**config.mk**
```make
export PLATFORM = sky130hd
export DESIGN_NAME = fdtd_mem_ctrl
export DESIGN_NICKNAME = d
export VERILOG_FILES = /design/src/fdtd_pkg.sv /design/src/fdtd_seq_fsm.sv /design/src/fdtd_addr_gen.sv /design/src/fdtd_word_port.sv /design/src/fdtd_status.sv /design/src/fdtd_mem_ctrl.sv
export SDC_FILE = /design/constraint.sdc
export NUM_CORES = 1
export LEC_CHECK = 0
export ABC_AREA = 1
export BUFFER_PORTS_ARGS = -buffer_cell sky130_fd_sc_hd__buf_4
export CAP_MARGIN = 5
export CORE_MARGIN = 3
export CORE_UTILIZATION = 54
export DETAILED_ROUTE_END_ITERATION = 10
export PLACE_DENSITY = 0.87
export SLEW_MARGIN = 20
export SYNTH_ARGS = -nofsm -noshare
export SYNTH_HDL_FRONTEND = slang
export SYNTH_HIERARCHICAL = 1
export SYNTH_SLANG_ARGS = --single-unit
```
**constraint.sdc**
```tcl
create_clock -name ACLK -period 5.5 [get_ports ACLK]
set_clock_uncertainty 0.15 [all_clocks]
set_input_delay 0.275 -clock ACLK [delete_from_list [all_inputs] [get_ports ACLK]]
set_output_delay 0.275 -clock ACLK [all_outputs]
set_load 0.005 [all_outputs]
```
**src/fdtd_pkg.sv**
```systemverilog
`default_nettype none

package fdtd_pkg;

    //////////////////////////////
    // widths
    //////////////////////////////

    // byte address and field word
    localparam int ADDR_W = 32;
    localparam int DATA_W = 32;

    // byte offset inside one word
    localparam int OFFS_W = 2;

    // one Hy or Ez value
    typedef logic [DATA_W-1:0] word_t;

    // word index, byte address without the offset bits
    typedef logic [ADDR_W-OFFS_W-1:0] word_addr_t;

    //////////////////////////////
    // addresses
    //////////////////////////////

    // word index over byte offset
    typedef struct packed {
        word_addr_t        word;
        logic [OFFS_W-1:0] offs;
    } addr_fields_t;

    // same address seen as a raw byte address or as index and offset
    typedef union packed {
        logic [ADDR_W-1:0] raw;
        addr_fields_t      f;
    } addr_u;

    // which field a phase works on
    typedef enum logic {
        FIELD_HY = 1'b0,
        FIELD_EZ = 1'b1
    } field_e;

    // memory word port
    typedef struct packed {
        logic              req;
        logic [ADDR_W-1:0] addr;
    } mem_rd_req_t;

    typedef struct packed {
        logic              req;
        logic [ADDR_W-1:0] addr;
        word_t             data;
    } mem_wr_req_t;

    // fsm command to the address generator and the word port
    typedef struct packed {
        logic   rd_active;
        field_e rd_field;
        logic   wr_active;
        field_e wr_field;
        logic   load;
    } seq_cmd_t;

endpackage

`default_nettype wire

```
**src/fdtd_seq_fsm.sv**
```systemverilog
`timescale 1ns/1ps
`default_nettype none

module fdtd_seq_fsm
    import fdtd_pkg::*;
(
    input  wire logic ACLK,
    input  wire logic ARESETn,
    input  wire logic fdtd_start_i,
    input  wire logic calc_hy_en_i,
    input  wire logic calc_ez_en_i,
    input  wire logic wrt_start_i,
    input  wire logic rd_gnt_i,
    input  wire logic wr_gnt_i,
    input  wire logic chunk_last_i,
    input  wire logic run_empty_i,
    output seq_cmd_t  cmd_o,
    output logic      calc_hy_flg_o,
    output logic      calc_ez_flg_o,
    output logic      buffer_end_o,
    output logic      busy_o,
    output logic      field_done_o,
    output field_e    done_field_o
);

    typedef enum logic [2:0] {
        S_IDLE,
        S_RD_HY,
        S_RD_EZ,
        S_AWAIT_CHOICE,
        S_AWAIT_WRT,
        S_WRITE,
        S_DONE
    } state_e;

    state_e state_q;
    state_e state_n;
    field_e field_q;
    field_e field_n;

    // low in the first cycle of every state
    logic   phase_go_q;

    //////////////////////////////
    // state registers
    //////////////////////////////

    always_ff @(posedge ACLK or negedge ARESETn)
    begin
        if (!ARESETn)
        begin
            state_q    <= S_IDLE;
            phase_go_q <= 1'b0;
            field_q    <= FIELD_HY;
        end
        else
        begin
            state_q    <= state_n;
            phase_go_q <= (state_n == state_q);
            field_q    <= field_n;
        end
    end

    //////////////////////////////
    // next state
    //////////////////////////////

    always_comb
    begin
        state_n       = state_q;
        field_n       = field_q;
        calc_hy_flg_o = 1'b0;
        calc_ez_flg_o = 1'b0;
        buffer_end_o  = 1'b0;
        field_done_o  = 1'b0;
        case (state_q)
            S_IDLE:
            begin
                if (fdtd_start_i)
                    state_n = S_RD_HY;
            end
            S_RD_HY:
            begin
                if (rd_gnt_i && chunk_last_i)
                    state_n = S_RD_EZ;
            end
            S_RD_EZ:
            begin
                if (rd_gnt_i && chunk_last_i)
                    state_n = S_AWAIT_CHOICE;
            end
            S_AWAIT_CHOICE:
            begin
                buffer_end_o = 1'b1;
                // Hy has priority over Ez
                if (calc_hy_en_i)
                begin
                    calc_hy_flg_o = 1'b1;
                    field_n       = FIELD_HY;
                    state_n       = S_AWAIT_WRT;
                end
                else if (calc_ez_en_i)
                begin
                    calc_ez_flg_o = 1'b1;
                    field_n       = FIELD_EZ;
                    state_n       = S_AWAIT_WRT;
                end
            end
            S_AWAIT_WRT:
            begin
                buffer_end_o = 1'b1;
                if (wrt_start_i)
                    state_n = S_WRITE;
            end
            S_WRITE:
            begin
                if (wr_gnt_i && chunk_last_i)
                    state_n = S_DONE;
            end
            S_DONE:
            begin
                // remaining count is settled here
                if (run_empty_i)
                begin
                    field_done_o = 1'b1;
                    state_n      = S_IDLE;
                end
                else
                    state_n = S_RD_HY;
            end
            default:
                state_n = S_IDLE;
        endcase
    end

    // requests start one cycle into a phase
    always_comb
    begin
        cmd_o.rd_active = phase_go_q && (state_q == S_RD_HY || state_q == S_RD_EZ);
        cmd_o.rd_field  = (state_q == S_RD_EZ) ? FIELD_EZ : FIELD_HY;
        cmd_o.wr_active = phase_go_q && (state_q == S_WRITE);
        cmd_o.wr_field  = field_q;
        cmd_o.load      = (state_q == S_IDLE) && fdtd_start_i;
    end

    assign busy_o       = (state_q != S_IDLE);
    assign done_field_o = field_q;

endmodule

`default_nettype wire

```
**src/fdtd_addr_gen.sv**
```systemverilog
`timescale 1ns/1ps
`default_nettype none

module fdtd_addr_gen
    import fdtd_pkg::*;
#(
    parameter int BUFFER_SIZE = 50,
    parameter int SIZE_W      = 16
)
(
    input  wire logic              ACLK,
    input  wire logic              ARESETn,
    input  wire seq_cmd_t          cmd_i,
    input  wire word_addr_t        hy_word_i,
    input  wire word_addr_t        ez_word_i,
    input  wire logic [SIZE_W-1:0] size_i,
    input  wire logic              rd_gnt_i,
    input  wire logic              wr_gnt_i,
    output word_addr_t             rd_addr_o,
    output word_addr_t             wr_addr_o,
    output logic                   chunk_last_o,
    output logic                   run_empty_o
);

    localparam int CNT_W = $clog2(BUFFER_SIZE + 1);

    word_addr_t        hy_rd_q;
    word_addr_t        ez_rd_q;
    word_addr_t        hy_wr_q;
    word_addr_t        ez_wr_q;
    logic [SIZE_W-1:0] remain_q;
    logic [CNT_W-1:0]  chunk_cnt_q;
    logic [SIZE_W-1:0] left;
    logic              phase_on;

    assign phase_on = cmd_i.rd_active || cmd_i.wr_active;

    //////////////////////////////
    // run and chunk counters
    //////////////////////////////

    always_ff @(posedge ACLK or negedge ARESETn)
    begin
        if (!ARESETn)
        begin
            remain_q    <= '0;
            chunk_cnt_q <= '0;
        end
        else
        begin
            if (cmd_i.load)
                remain_q <= size_i;
            else if (wr_gnt_i)
                remain_q <= remain_q - 1'b1;
            // settle cycle between phases clears the count
            if (!phase_on)
                chunk_cnt_q <= '0;
            else if (rd_gnt_i || wr_gnt_i)
                chunk_cnt_q <= chunk_cnt_q + 1'b1;
        end
    end

    // word pointers per field
    always_ff @(posedge ACLK)
    begin
        if (cmd_i.load)
        begin
            hy_rd_q <= hy_word_i;
            ez_rd_q <= ez_word_i;
            hy_wr_q <= hy_word_i;
            ez_wr_q <= ez_word_i;
        end
        else
        begin
            if (rd_gnt_i && cmd_i.rd_field == FIELD_HY)
                hy_rd_q <= hy_rd_q + 1'b1;
            if (rd_gnt_i && cmd_i.rd_field == FIELD_EZ)
                ez_rd_q <= ez_rd_q + 1'b1;
            if (wr_gnt_i && cmd_i.wr_field == FIELD_HY)
                hy_wr_q <= hy_wr_q + 1'b1;
            if (wr_gnt_i && cmd_i.wr_field == FIELD_EZ)
                ez_wr_q <= ez_wr_q + 1'b1;
        end
    end

    assign rd_addr_o = (cmd_i.rd_field == FIELD_HY) ? hy_rd_q : ez_rd_q;
    assign wr_addr_o = (cmd_i.wr_field == FIELD_HY) ? hy_wr_q : ez_wr_q;

    // words still uncovered, remain_q only moves during writes
    assign left = cmd_i.wr_active ? remain_q : remain_q - SIZE_W'(chunk_cnt_q);

    assign chunk_last_o = (chunk_cnt_q == CNT_W'(BUFFER_SIZE - 1)) || (left == SIZE_W'(1));
    assign run_empty_o  = (remain_q == '0);

endmodule

`default_nettype wire

```
**src/fdtd_word_port.sv**
```systemverilog
`timescale 1ns/1ps
`default_nettype none

module fdtd_word_port
    import fdtd_pkg::*;
(
    input  wire seq_cmd_t   cmd_i,
    input  wire word_addr_t rd_addr_i,
    input  wire word_addr_t wr_addr_i,
    input  wire word_t      hy_new_i,
    input  wire word_t      ez_new_i,
    input  wire logic       mem_rd_gnt_i,
    input  wire word_t      mem_rd_data_i,
    input  wire logic       mem_wr_gnt_i,
    output mem_rd_req_t     mem_rd_o,
    output mem_wr_req_t     mem_wr_o,
    output logic            rd_gnt_o,
    output logic            wr_gnt_o,
    output word_t           hy_old_o,
    output word_t           ez_old_o,
    output logic            rdvalid_hy_o,
    output logic            rdvalid_ez_o,
    output logic            wrtvalid_o
);

    addr_u rd_byte;
    addr_u wr_byte;
    logic  rd_hy_sel;
    logic  rd_ez_sel;

    // word index to byte address, offset always zero
    always_comb
    begin
        rd_byte.f.word = rd_addr_i;
        rd_byte.f.offs = '0;
        wr_byte.f.word = wr_addr_i;
        wr_byte.f.offs = '0;
    end

    // request flags follow the active phase
    always_comb
    begin
        mem_rd_o.req  = cmd_i.rd_active;
        mem_rd_o.addr = rd_byte.raw;
        mem_wr_o.req  = cmd_i.wr_active;
        mem_wr_o.addr = wr_byte.raw;
        mem_wr_o.data = (cmd_i.wr_field == FIELD_HY) ? hy_new_i : ez_new_i;
    end

    assign rd_gnt_o = cmd_i.rd_active && mem_rd_gnt_i;
    assign wr_gnt_o = cmd_i.wr_active && mem_wr_gnt_i;

    // granted read word goes to the field being read
    assign rd_hy_sel = rd_gnt_o && (cmd_i.rd_field == FIELD_HY);
    assign rd_ez_sel = rd_gnt_o && (cmd_i.rd_field == FIELD_EZ);

    assign hy_old_o     = rd_hy_sel ? mem_rd_data_i : '0;
    assign ez_old_o     = rd_ez_sel ? mem_rd_data_i : '0;
    assign rdvalid_hy_o = rd_hy_sel;
    assign rdvalid_ez_o = rd_ez_sel;

    // engine advances to its next new value
    assign wrtvalid_o = wr_gnt_o;

endmodule

`default_nettype wire

```
**src/fdtd_status.sv**
```systemverilog
`timescale 1ns/1ps
`default_nettype none

module fdtd_status
    import fdtd_pkg::*;
(
    input  wire logic   ACLK,
    input  wire logic   ARESETn,
    input  wire logic   busy_i,
    input  wire logic   field_done_i,
    input  wire field_e done_field_i,
    input  wire logic   calc_hy_en_i,
    input  wire logic   calc_ez_en_i,
    input  wire logic   ctrl_int_en_i,
    input  wire logic   cmd_clr_int_i,
    output logic        status_int_pending_o,
    output logic        int_o,
    output logic        calc_hy_end_o,
    output logic        calc_ez_end_o
);

    logic busy_q;

    always_ff @(posedge ACLK or negedge ARESETn)
    begin
        if (!ARESETn)
        begin
            busy_q               <= 1'b0;
            status_int_pending_o <= 1'b0;
            calc_hy_end_o        <= 1'b0;
            calc_ez_end_o        <= 1'b0;
        end
        else
        begin
            busy_q <= busy_i;
            // clear beats a new falling edge
            if (cmd_clr_int_i)
                status_int_pending_o <= 1'b0;
            else if (busy_q && !busy_i)
                status_int_pending_o <= 1'b1;
            // end flags hand off to the other field
            if (field_done_i && done_field_i == FIELD_HY)
                calc_hy_end_o <= 1'b1;
            else if (calc_ez_en_i)
                calc_hy_end_o <= 1'b0;
            if (field_done_i && done_field_i == FIELD_EZ)
                calc_ez_end_o <= 1'b1;
            else if (calc_hy_en_i)
                calc_ez_end_o <= 1'b0;
        end
    end

    assign int_o = status_int_pending_o && ctrl_int_en_i;

endmodule

`default_nettype wire

```
**src/fdtd_mem_ctrl.sv**
```systemverilog
`timescale 1ns/1ps
`default_nettype none

module fdtd_mem_ctrl
    import fdtd_pkg::*;
#(
    parameter int BUFFER_SIZE = 50,
    parameter int SIZE_W      = 16
)
(
    input  wire logic              ACLK,
    input  wire logic              ARESETn,
    // run control
    input  wire logic              fdtd_start_i,
    input  wire logic [ADDR_W-1:0] hy_base_i,
    input  wire logic [ADDR_W-1:0] ez_base_i,
    input  wire logic [SIZE_W-1:0] size_i,
    input  wire logic              ctrl_int_en_i,
    input  wire logic              cmd_clr_int_i,
    output logic                   status_busy_o,
    output logic                   status_int_pending_o,
    output logic                   int_o,
    // memory word port
    output mem_rd_req_t            mem_rd_o,
    input  wire logic              mem_rd_gnt_i,
    input  wire word_t             mem_rd_data_i,
    output mem_wr_req_t            mem_wr_o,
    input  wire logic              mem_wr_gnt_i,
    // field update engine
    input  wire logic              calc_hy_en_i,
    input  wire logic              calc_ez_en_i,
    input  wire logic              wrt_start_i,
    input  wire word_t             hy_new_i,
    input  wire word_t             ez_new_i,
    output word_t                  hy_old_o,
    output word_t                  ez_old_o,
    output logic                   rdvalid_hy_o,
    output logic                   rdvalid_ez_o,
    output logic                   wrtvalid_o,
    output logic                   calc_hy_flg_o,
    output logic                   calc_ez_flg_o,
    output logic                   buffer_end_o,
    output logic                   calc_hy_end_o,
    output logic                   calc_ez_end_o
);

    seq_cmd_t   cmd;
    word_addr_t rd_addr;
    word_addr_t wr_addr;
    logic       chunk_last;
    logic       run_empty;
    logic       rd_gnt;
    logic       wr_gnt;
    logic       field_done;
    field_e     done_field;
    addr_u      hy_base_u;
    addr_u      ez_base_u;

    // bases arrive word aligned
    assign hy_base_u.raw = hy_base_i;
    assign ez_base_u.raw = ez_base_i;

    //////////////////////////////
    // sequencing
    //////////////////////////////

    fdtd_seq_fsm u_fsm (
        .ACLK          (ACLK),
        .ARESETn       (ARESETn),
        .fdtd_start_i  (fdtd_start_i),
        .calc_hy_en_i  (calc_hy_en_i),
        .calc_ez_en_i  (calc_ez_en_i),
        .wrt_start_i   (wrt_start_i),
        .rd_gnt_i      (rd_gnt),
        .wr_gnt_i      (wr_gnt),
        .chunk_last_i  (chunk_last),
        .run_empty_i   (run_empty),
        .cmd_o         (cmd),
        .calc_hy_flg_o (calc_hy_flg_o),
        .calc_ez_flg_o (calc_ez_flg_o),
        .buffer_end_o  (buffer_end_o),
        .busy_o        (status_busy_o),
        .field_done_o  (field_done),
        .done_field_o  (done_field)
    );

    fdtd_addr_gen #(
        .BUFFER_SIZE (BUFFER_SIZE),
        .SIZE_W      (SIZE_W)
    ) u_addr_gen (
        .ACLK         (ACLK),
        .ARESETn      (ARESETn),
        .cmd_i        (cmd),
        .hy_word_i    (hy_base_u.f.word),
        .ez_word_i    (ez_base_u.f.word),
        .size_i       (size_i),
        .rd_gnt_i     (rd_gnt),
        .wr_gnt_i     (wr_gnt),
        .rd_addr_o    (rd_addr),
        .wr_addr_o    (wr_addr),
        .chunk_last_o (chunk_last),
        .run_empty_o  (run_empty)
    );

    //////////////////////////////
    // memory and engine side
    //////////////////////////////

    fdtd_word_port u_word_port (
        .cmd_i         (cmd),
        .rd_addr_i     (rd_addr),
        .wr_addr_i     (wr_addr),
        .hy_new_i      (hy_new_i),
        .ez_new_i      (ez_new_i),
        .mem_rd_gnt_i  (mem_rd_gnt_i),
        .mem_rd_data_i (mem_rd_data_i),
        .mem_wr_gnt_i  (mem_wr_gnt_i),
        .mem_rd_o      (mem_rd_o),
        .mem_wr_o      (mem_wr_o),
        .rd_gnt_o      (rd_gnt),
        .wr_gnt_o      (wr_gnt),
        .hy_old_o      (hy_old_o),
        .ez_old_o      (ez_old_o),
        .rdvalid_hy_o  (rdvalid_hy_o),
        .rdvalid_ez_o  (rdvalid_ez_o),
        .wrtvalid_o    (wrtvalid_o)
    );

    fdtd_status u_status (
        .ACLK                 (ACLK),
        .ARESETn              (ARESETn),
        .busy_i               (status_busy_o),
        .field_done_i         (field_done),
        .done_field_i         (done_field),
        .calc_hy_en_i         (calc_hy_en_i),
        .calc_ez_en_i         (calc_ez_en_i),
        .ctrl_int_en_i        (ctrl_int_en_i),
        .cmd_clr_int_i        (cmd_clr_int_i),
        .status_int_pending_o (status_int_pending_o),
        .int_o                (int_o),
        .calc_hy_end_o        (calc_hy_end_o),
        .calc_ez_end_o        (calc_ez_end_o)
    );

endmodule

`default_nettype wire

```
Word-level counts from Yosys, hierarchy flattened
Cells that the tools add are included.
{"block": "totals", "regBits": 151, "in_bits": 186, "word_cells": 110}
{"block": "classes", "add_sub_neg": 7, "n_eq_ne": 10, "n_mux": 44, "bitwise": 2, "reduce_logical": 34}
{"op": "$mux 30", "count": 10}
{"op": "$add 30x1->30 const B", "count": 4}
{"op": "$mux 32", "count": 3}
{"op": "$mux 16", "count": 3}
{"op": "$mux 3", "count": 7}
{"op": "$pmux 3 s7", "count": 1}
{"op": "$mux 1", "count": 18}
{"op": "$reduce_bool 2->1", "count": 9}
{"op": "$eq 16x1->1 const B", "count": 1}
{"op": "$logic_not 16->1", "count": 1}
{"op": "$sub 16x1->16 const B", "count": 1}
{"op": "$sub 16x6->16", "count": 1}
{"op": "$logic_and 1x1->1", "count": 15}
{"op": "$mux 6", "count": 2}
{"op": "$eq 3x3->1 const B", "count": 3}
{"op": "$add 6x1->6 const B", "count": 1}
{"op": "$eq 3x2->1 const B", "count": 2}
{"op": "$eq 6x6->1 const B", "count": 1}
{"op": "$logic_or 1x1->1", "count": 4}
{"op": "$eq 3x1->1 const B", "count": 1}
{"op": "$eq 3x3->1", "count": 1}
{"op": "$logic_not 3->1", "count": 1}
{"op": "$reduce_bool 3->1", "count": 1}
{"op": "$ne 2x2->1 const B", "count": 1}
{"op": "other kinds (4)", "count": 5}

Longest topological paths before layout
{"block": "logic_depth", "depth_word": 9, "ltp_mapped": 25, "mapped_depth_nobuf": 25}

Hierarchy
The synthesis kept the hierarchy.
{"module": "fdtd_addr_gen", "n_inst": 1, "cells_per_inst": 1447, "area_per_inst_um2": 10445.0, "seq_area_each_um2": 4154.0}
{"module": "fdtd_word_port", "n_inst": 1, "cells_per_inst": 282, "area_per_inst_um2": 1519.0, "seq_area_each_um2": 0.0}
{"module": "fdtd_seq_fsm", "n_inst": 1, "cells_per_inst": 69, "area_per_inst_um2": 434.2, "seq_area_each_um2": 125.1}
{"module": "fdtd_status", "n_inst": 1, "cells_per_inst": 17, "area_per_inst_um2": 156.4, "seq_area_each_um2": 100.1}

Worst setup path after synthesis
Ideal clock, no wire load.
{"block": "synth_path", "path_type": "flip-flop to flip-flop", "from": "register u_fsm.state_q[0]", "to": "register u_addr_gen.ez_rd_q[0] (enable)", "setup_time_ns": 0.459, "t_arrival_ns": 3.716, "required_time_ns": 4.891, "path_slack_ns": 1.176, "path_stages_with_launch": 9, "n_path_buf": 1, "period_less_slack_ns": 4.324, "cell_sequence": "dfrtp_1 -> buf_4 -> nor3_4 -> inv_1 -> a21oi_1 -> nand2_1 -> inv_1 -> inv_1 -> o21ai_0"}
{"element": "start, declared", "line": "fdtd_seq_fsm.sv:36", "text": "state_e state_q;"}
{"element": "start signal, assigned", "line": "fdtd_seq_fsm.sv:58", "text": "state_q <= state_n;"}
{"element": "end signal, assigned", "line": "fdtd_addr_gen.sv:69", "text": "ez_rd_q <= ez_word_i;"}
{"element": "end signal, assigned", "line": "fdtd_addr_gen.sv:78", "text": "ez_rd_q <= ez_rd_q + 1'b1;"}
{"element": "end, declared", "line": "fdtd_addr_gen.sv:28", "text": "word_addr_t ez_rd_q;"}

==> reports/metrics.yaml <==
status: "finished, final reports clean"
die_h_um: 158
hold_class: "input pin to register"
fp.dieW_um: 158
drv_cap: 0
grt_usage_pct: 33.5
place_congestion: 1.04
final_nets: 2298
clkTransAtPathRegs_ns: 0.08
synth_top_area_share_pct: 28.7
yosysUniqueCellTypes: 51
setup_ws_ns: 1.70
antenna_found_initial: 4
syn_area_per_cell_um2: 6.92
p_leak_nw: 7.38
portBuffers: 350
grt.overflow.total: 0
slowest_stage: "nand3_4"
synth_top_flop_cell: "edfxtp_1"
viasPerCell: 5.51
ys_seq_area_share_pct: 34.9
antenna_left: 0
cpLargestDelayFamily: "simple AND/OR/NAND/NOR gates"
yosysWarnings: 6
die-area_um2: 25100
async_reset_ff_share_pct: 20.5
ys_ff_latch: 151
drt-wirelength-per-cell_um: 18.1
required_ns: 5.08
cts_tree: "yes"
critPathBufInv: 3
synthCells: 1815
slew_viol_final: 0
grt_setup_unrepaired: "no"
drc: 0
postCtsSetupBuffers: 0
critPathKind: "register to output pin"
setup_viol: 0
max_slew.worst_pin.slew_ns: 0.959
synth_top_cell_by_area: "edfxtp_1"
fin_crit_sh_pct: 69.0
worst_ep_arrival_time_ns: 3.37
ctsHtreeMaxLevel: 4
crit_fanout: 61
layout-drive-gt1-share_pct: 23.7
clk_latency_ns: 0.44
grt_max_degree: 98
start_kind: "register"
hold_violations: 0
synth_edf_count: 120
grt_pass1_wl_mm: 64.9
synth.area.top_cells: "edfxtp_1 (29%), nand2_1 (16%), inv_1 (7.6%)"
power_density_nw_per_um2: 263
post_cts_resized: 0
setup-tns-final_ns: 0
period_minus_slack_ns: 3.80
syn_area_um2: 12600
grt_pass1_vias: 12200
routed_wl_mm: 43.5
max_slew_margin_pct: 36.1
cts_max_path_buffers: 2
cts_root_buffer: "clkbuf_16"
place_ws_ns: 2.21
post-dp-hpwl_mm: 34.4
drt_iter0_drc: 1527
core_area_um2: 22700
pin_count: 359
cts_buffers: 17
num_vias: 13200
first_pass_iters: 8
syn_to_final_growth_pct: 24.7
max_stage_delay_ns: 0.62
crit_path_frequent_cell: "buf_4"
cts_sinks: 151
peakVddDrop_mv: 0.191
start_util_pct: 55.3
cp-end-kind: "output pin"
path_cells: "nor3_4 > buf_4 > inv_1 > a21oi_1 > nand3_4 > nor2_1 > buf_4"
std_cell_rows: 55
fmax_ghz: 0.263
-- worst register-to-register path: cells and delay by family (launching register included) --
kind	cells	cell delay (ns)
DFF	1	0.52
and+or+nand+nor	5	1.05
buffers and inverters	3	0.75
AOI/OAI and AO/OA	2	0.64
-- worst paths after layout --
kind,from,endpoint,slack [ns],depth (start not counted)
hold / removal,hy_base_i[19],u_addr_gen/hy_wr_q[17],0.03,3
setup reg to reg,u_fsm/state_q[2],u_addr_gen/chunk_cnt_q[5],2.26,10
setup / recovery,u_fsm/state_q[2],ez_old_o[31],1.70,7
min in group asynchronous,ARESETn,u_addr_gen/remain_q[7],0.17,2
hold reg to reg,u_status/calc_hy_end_o,u_status/calc_hy_end_o,0.38,2
max in group asynchronous,ARESETn,u_fsm/done_field_o,4.68,2
-- cell type report --
class | count | area [um2]
Fill cell | 1950 | 7050
Multi-Input combinational cell | 1280 | 6420
Sequential cell | 151 | 4380
Timing Repair Buffer | 383 | 2940
Inverter | 265 | 997
Clock buffer | 17 | 425
Tap cell | 285 | 357
Clock inverter | 15 | 139
Antenna cell | 2 | 5.00
-- metrics by stage --
stage	power (mW)	hold slack, ns	cells	utilization [%]	instance area (um2)
after detailed placement	2.96	0.0949	2340	65.4	14900
final	4.12	0.0293	2398	69.0	15700
after global placement	2.91	0.0874	2340	65.4	14900
after global routing	4.37	0.00915	2398	69.0	15700
after CTS	4.11	0.0129	2396	68.9	15700
after floorplan	2.51	-0.171	1818	-	12600
-- report_power, final --
group	internal, mW	switching (mW)
Sequential	1.41	0.172
Combinational	0.544	0.858
Clock	0.597	0.538
-- cells in the mapped netlist, types with 3 or more instances --
cell and instances:
a21oi_1 22, buf_2 9, buf_4 70, buf_6 7, clkbuf_1 32, clkinv_1 3
dfrtp_1 31, edfxtp_1 120, ha_1 13, inv_1 253, inv_2 9, nand2_1 533
nand2_2 9, nand3_1 61, nand3_4 4, nand3b_1 4, nand4_1 32, nor2_1 171
nor2_2 45, nor2_4 14, nor3_1 40, nor3_2 8, nor4_1 12, nor4_2 3
o211ai_1 8, o21ai_0 160, o21ai_1 19, o221ai_1 6, o22ai_1 16, o31ai_1 6
xnor2_1 14, xor2_1 53
-- flip-flops by register name, indices dropped and copies added (netlist names) --
| name | cells |
|---|---|
| u_fsm/done_field_o | 1 |
| u_addr_gen/chunk_cnt_q | 6 |
| u_fsm/phase_go_q | 1 |
| u_status/status_int_pending_o | 1 |
| u_status/calc_hy_end_o | 1 |
| u_addr_gen/hy_rd_q | 30 |
| u_addr_gen/remain_q | 16 |
| u_addr_gen/ez_wr_q | 30 |
| u_addr_gen/hy_wr_q | 30 |
| u_addr_gen/ez_rd_q | 30 |
| u_status/busy_q | 1 |
| u_fsm/state_q | 3 |
| u_status/calc_ez_end_o | 1 |
-- layer usage --
| metal | share of wire, % | vias to the layer above | global-route usage, % |
|---|---|---|---|
| met5 | 0.071 | - | 0 |
| met4 | 3.6 | 4 | 13.0 |
| met3 | 11 | 99 | 6.44 |
| met2 | 47 | 835 | 54.3 |
| met1 | 39 | 5951 | 44.6 |
| li1 | - | 6333 | - |
-- what timing repair did --
action                                  4_1_cts  5_1_grt
hold buffers                                 24        0
endpoints found under the setup margin        0        0
hold endpoints to repair                     56        0
-- cell families (layout without fill, tap and decap cells) --
group                    count (synthesis)  in the layout  share of synthesized area, %
AND/OR/NAND/NOR                        949            949                          34.1
flip-flops                             151            151                          34.9
AO/OA/AOI/OAI                          246            246                          10.6
adder cells (fa/ha/maj)                 14             14                          1.46
other                                    1              6                        0.0299
XOR/XNOR                                67             67                          4.67
buffers and inverters                  387            680                          14.2
-- cells in the final DEF, fill, tap and decap left out, types with 4 or more instances in the layout --
| cell type | instances |
|---|---|
| dlygate4sd3_1 | 24 |
| nand3_1 | 61 |
| inv_1 | 253 |
| nand2_2 | 9 |
| ha_1 | 13 |
| conb_1 | 4 |
| nand2_1 | 533 |
| nor3_2 | 8 |
| o21ai_0 | 156 |
| inv_2 | 9 |
| inv_8 | 4 |
| xor2_1 | 53 |
| dfrtp_1 | 30 |
| clkbuf_16 | 17 |
| a21oi_1 | 22 |
| nand3b_1 | 4 |
| o22ai_1 | 16 |
| xnor2_1 | 14 |
| nor2_2 | 45 |
| buf_4 | 359 |
| nor3_1 | 40 |
| nor4_1 | 12 |
| nand3_4 | 4 |
| nor2_4 | 14 |
| o211ai_1 | 8 |
| o21ai_1 | 19 |
| edfxtp_1 | 120 |
| o21ai_2 | 4 |
| nor2_1 | 171 |
| o221ai_1 | 6 |
| o31ai_1 | 6 |
| nand4_1 | 32 |
No activity file was read; power rests on OpenSTA's default activity.
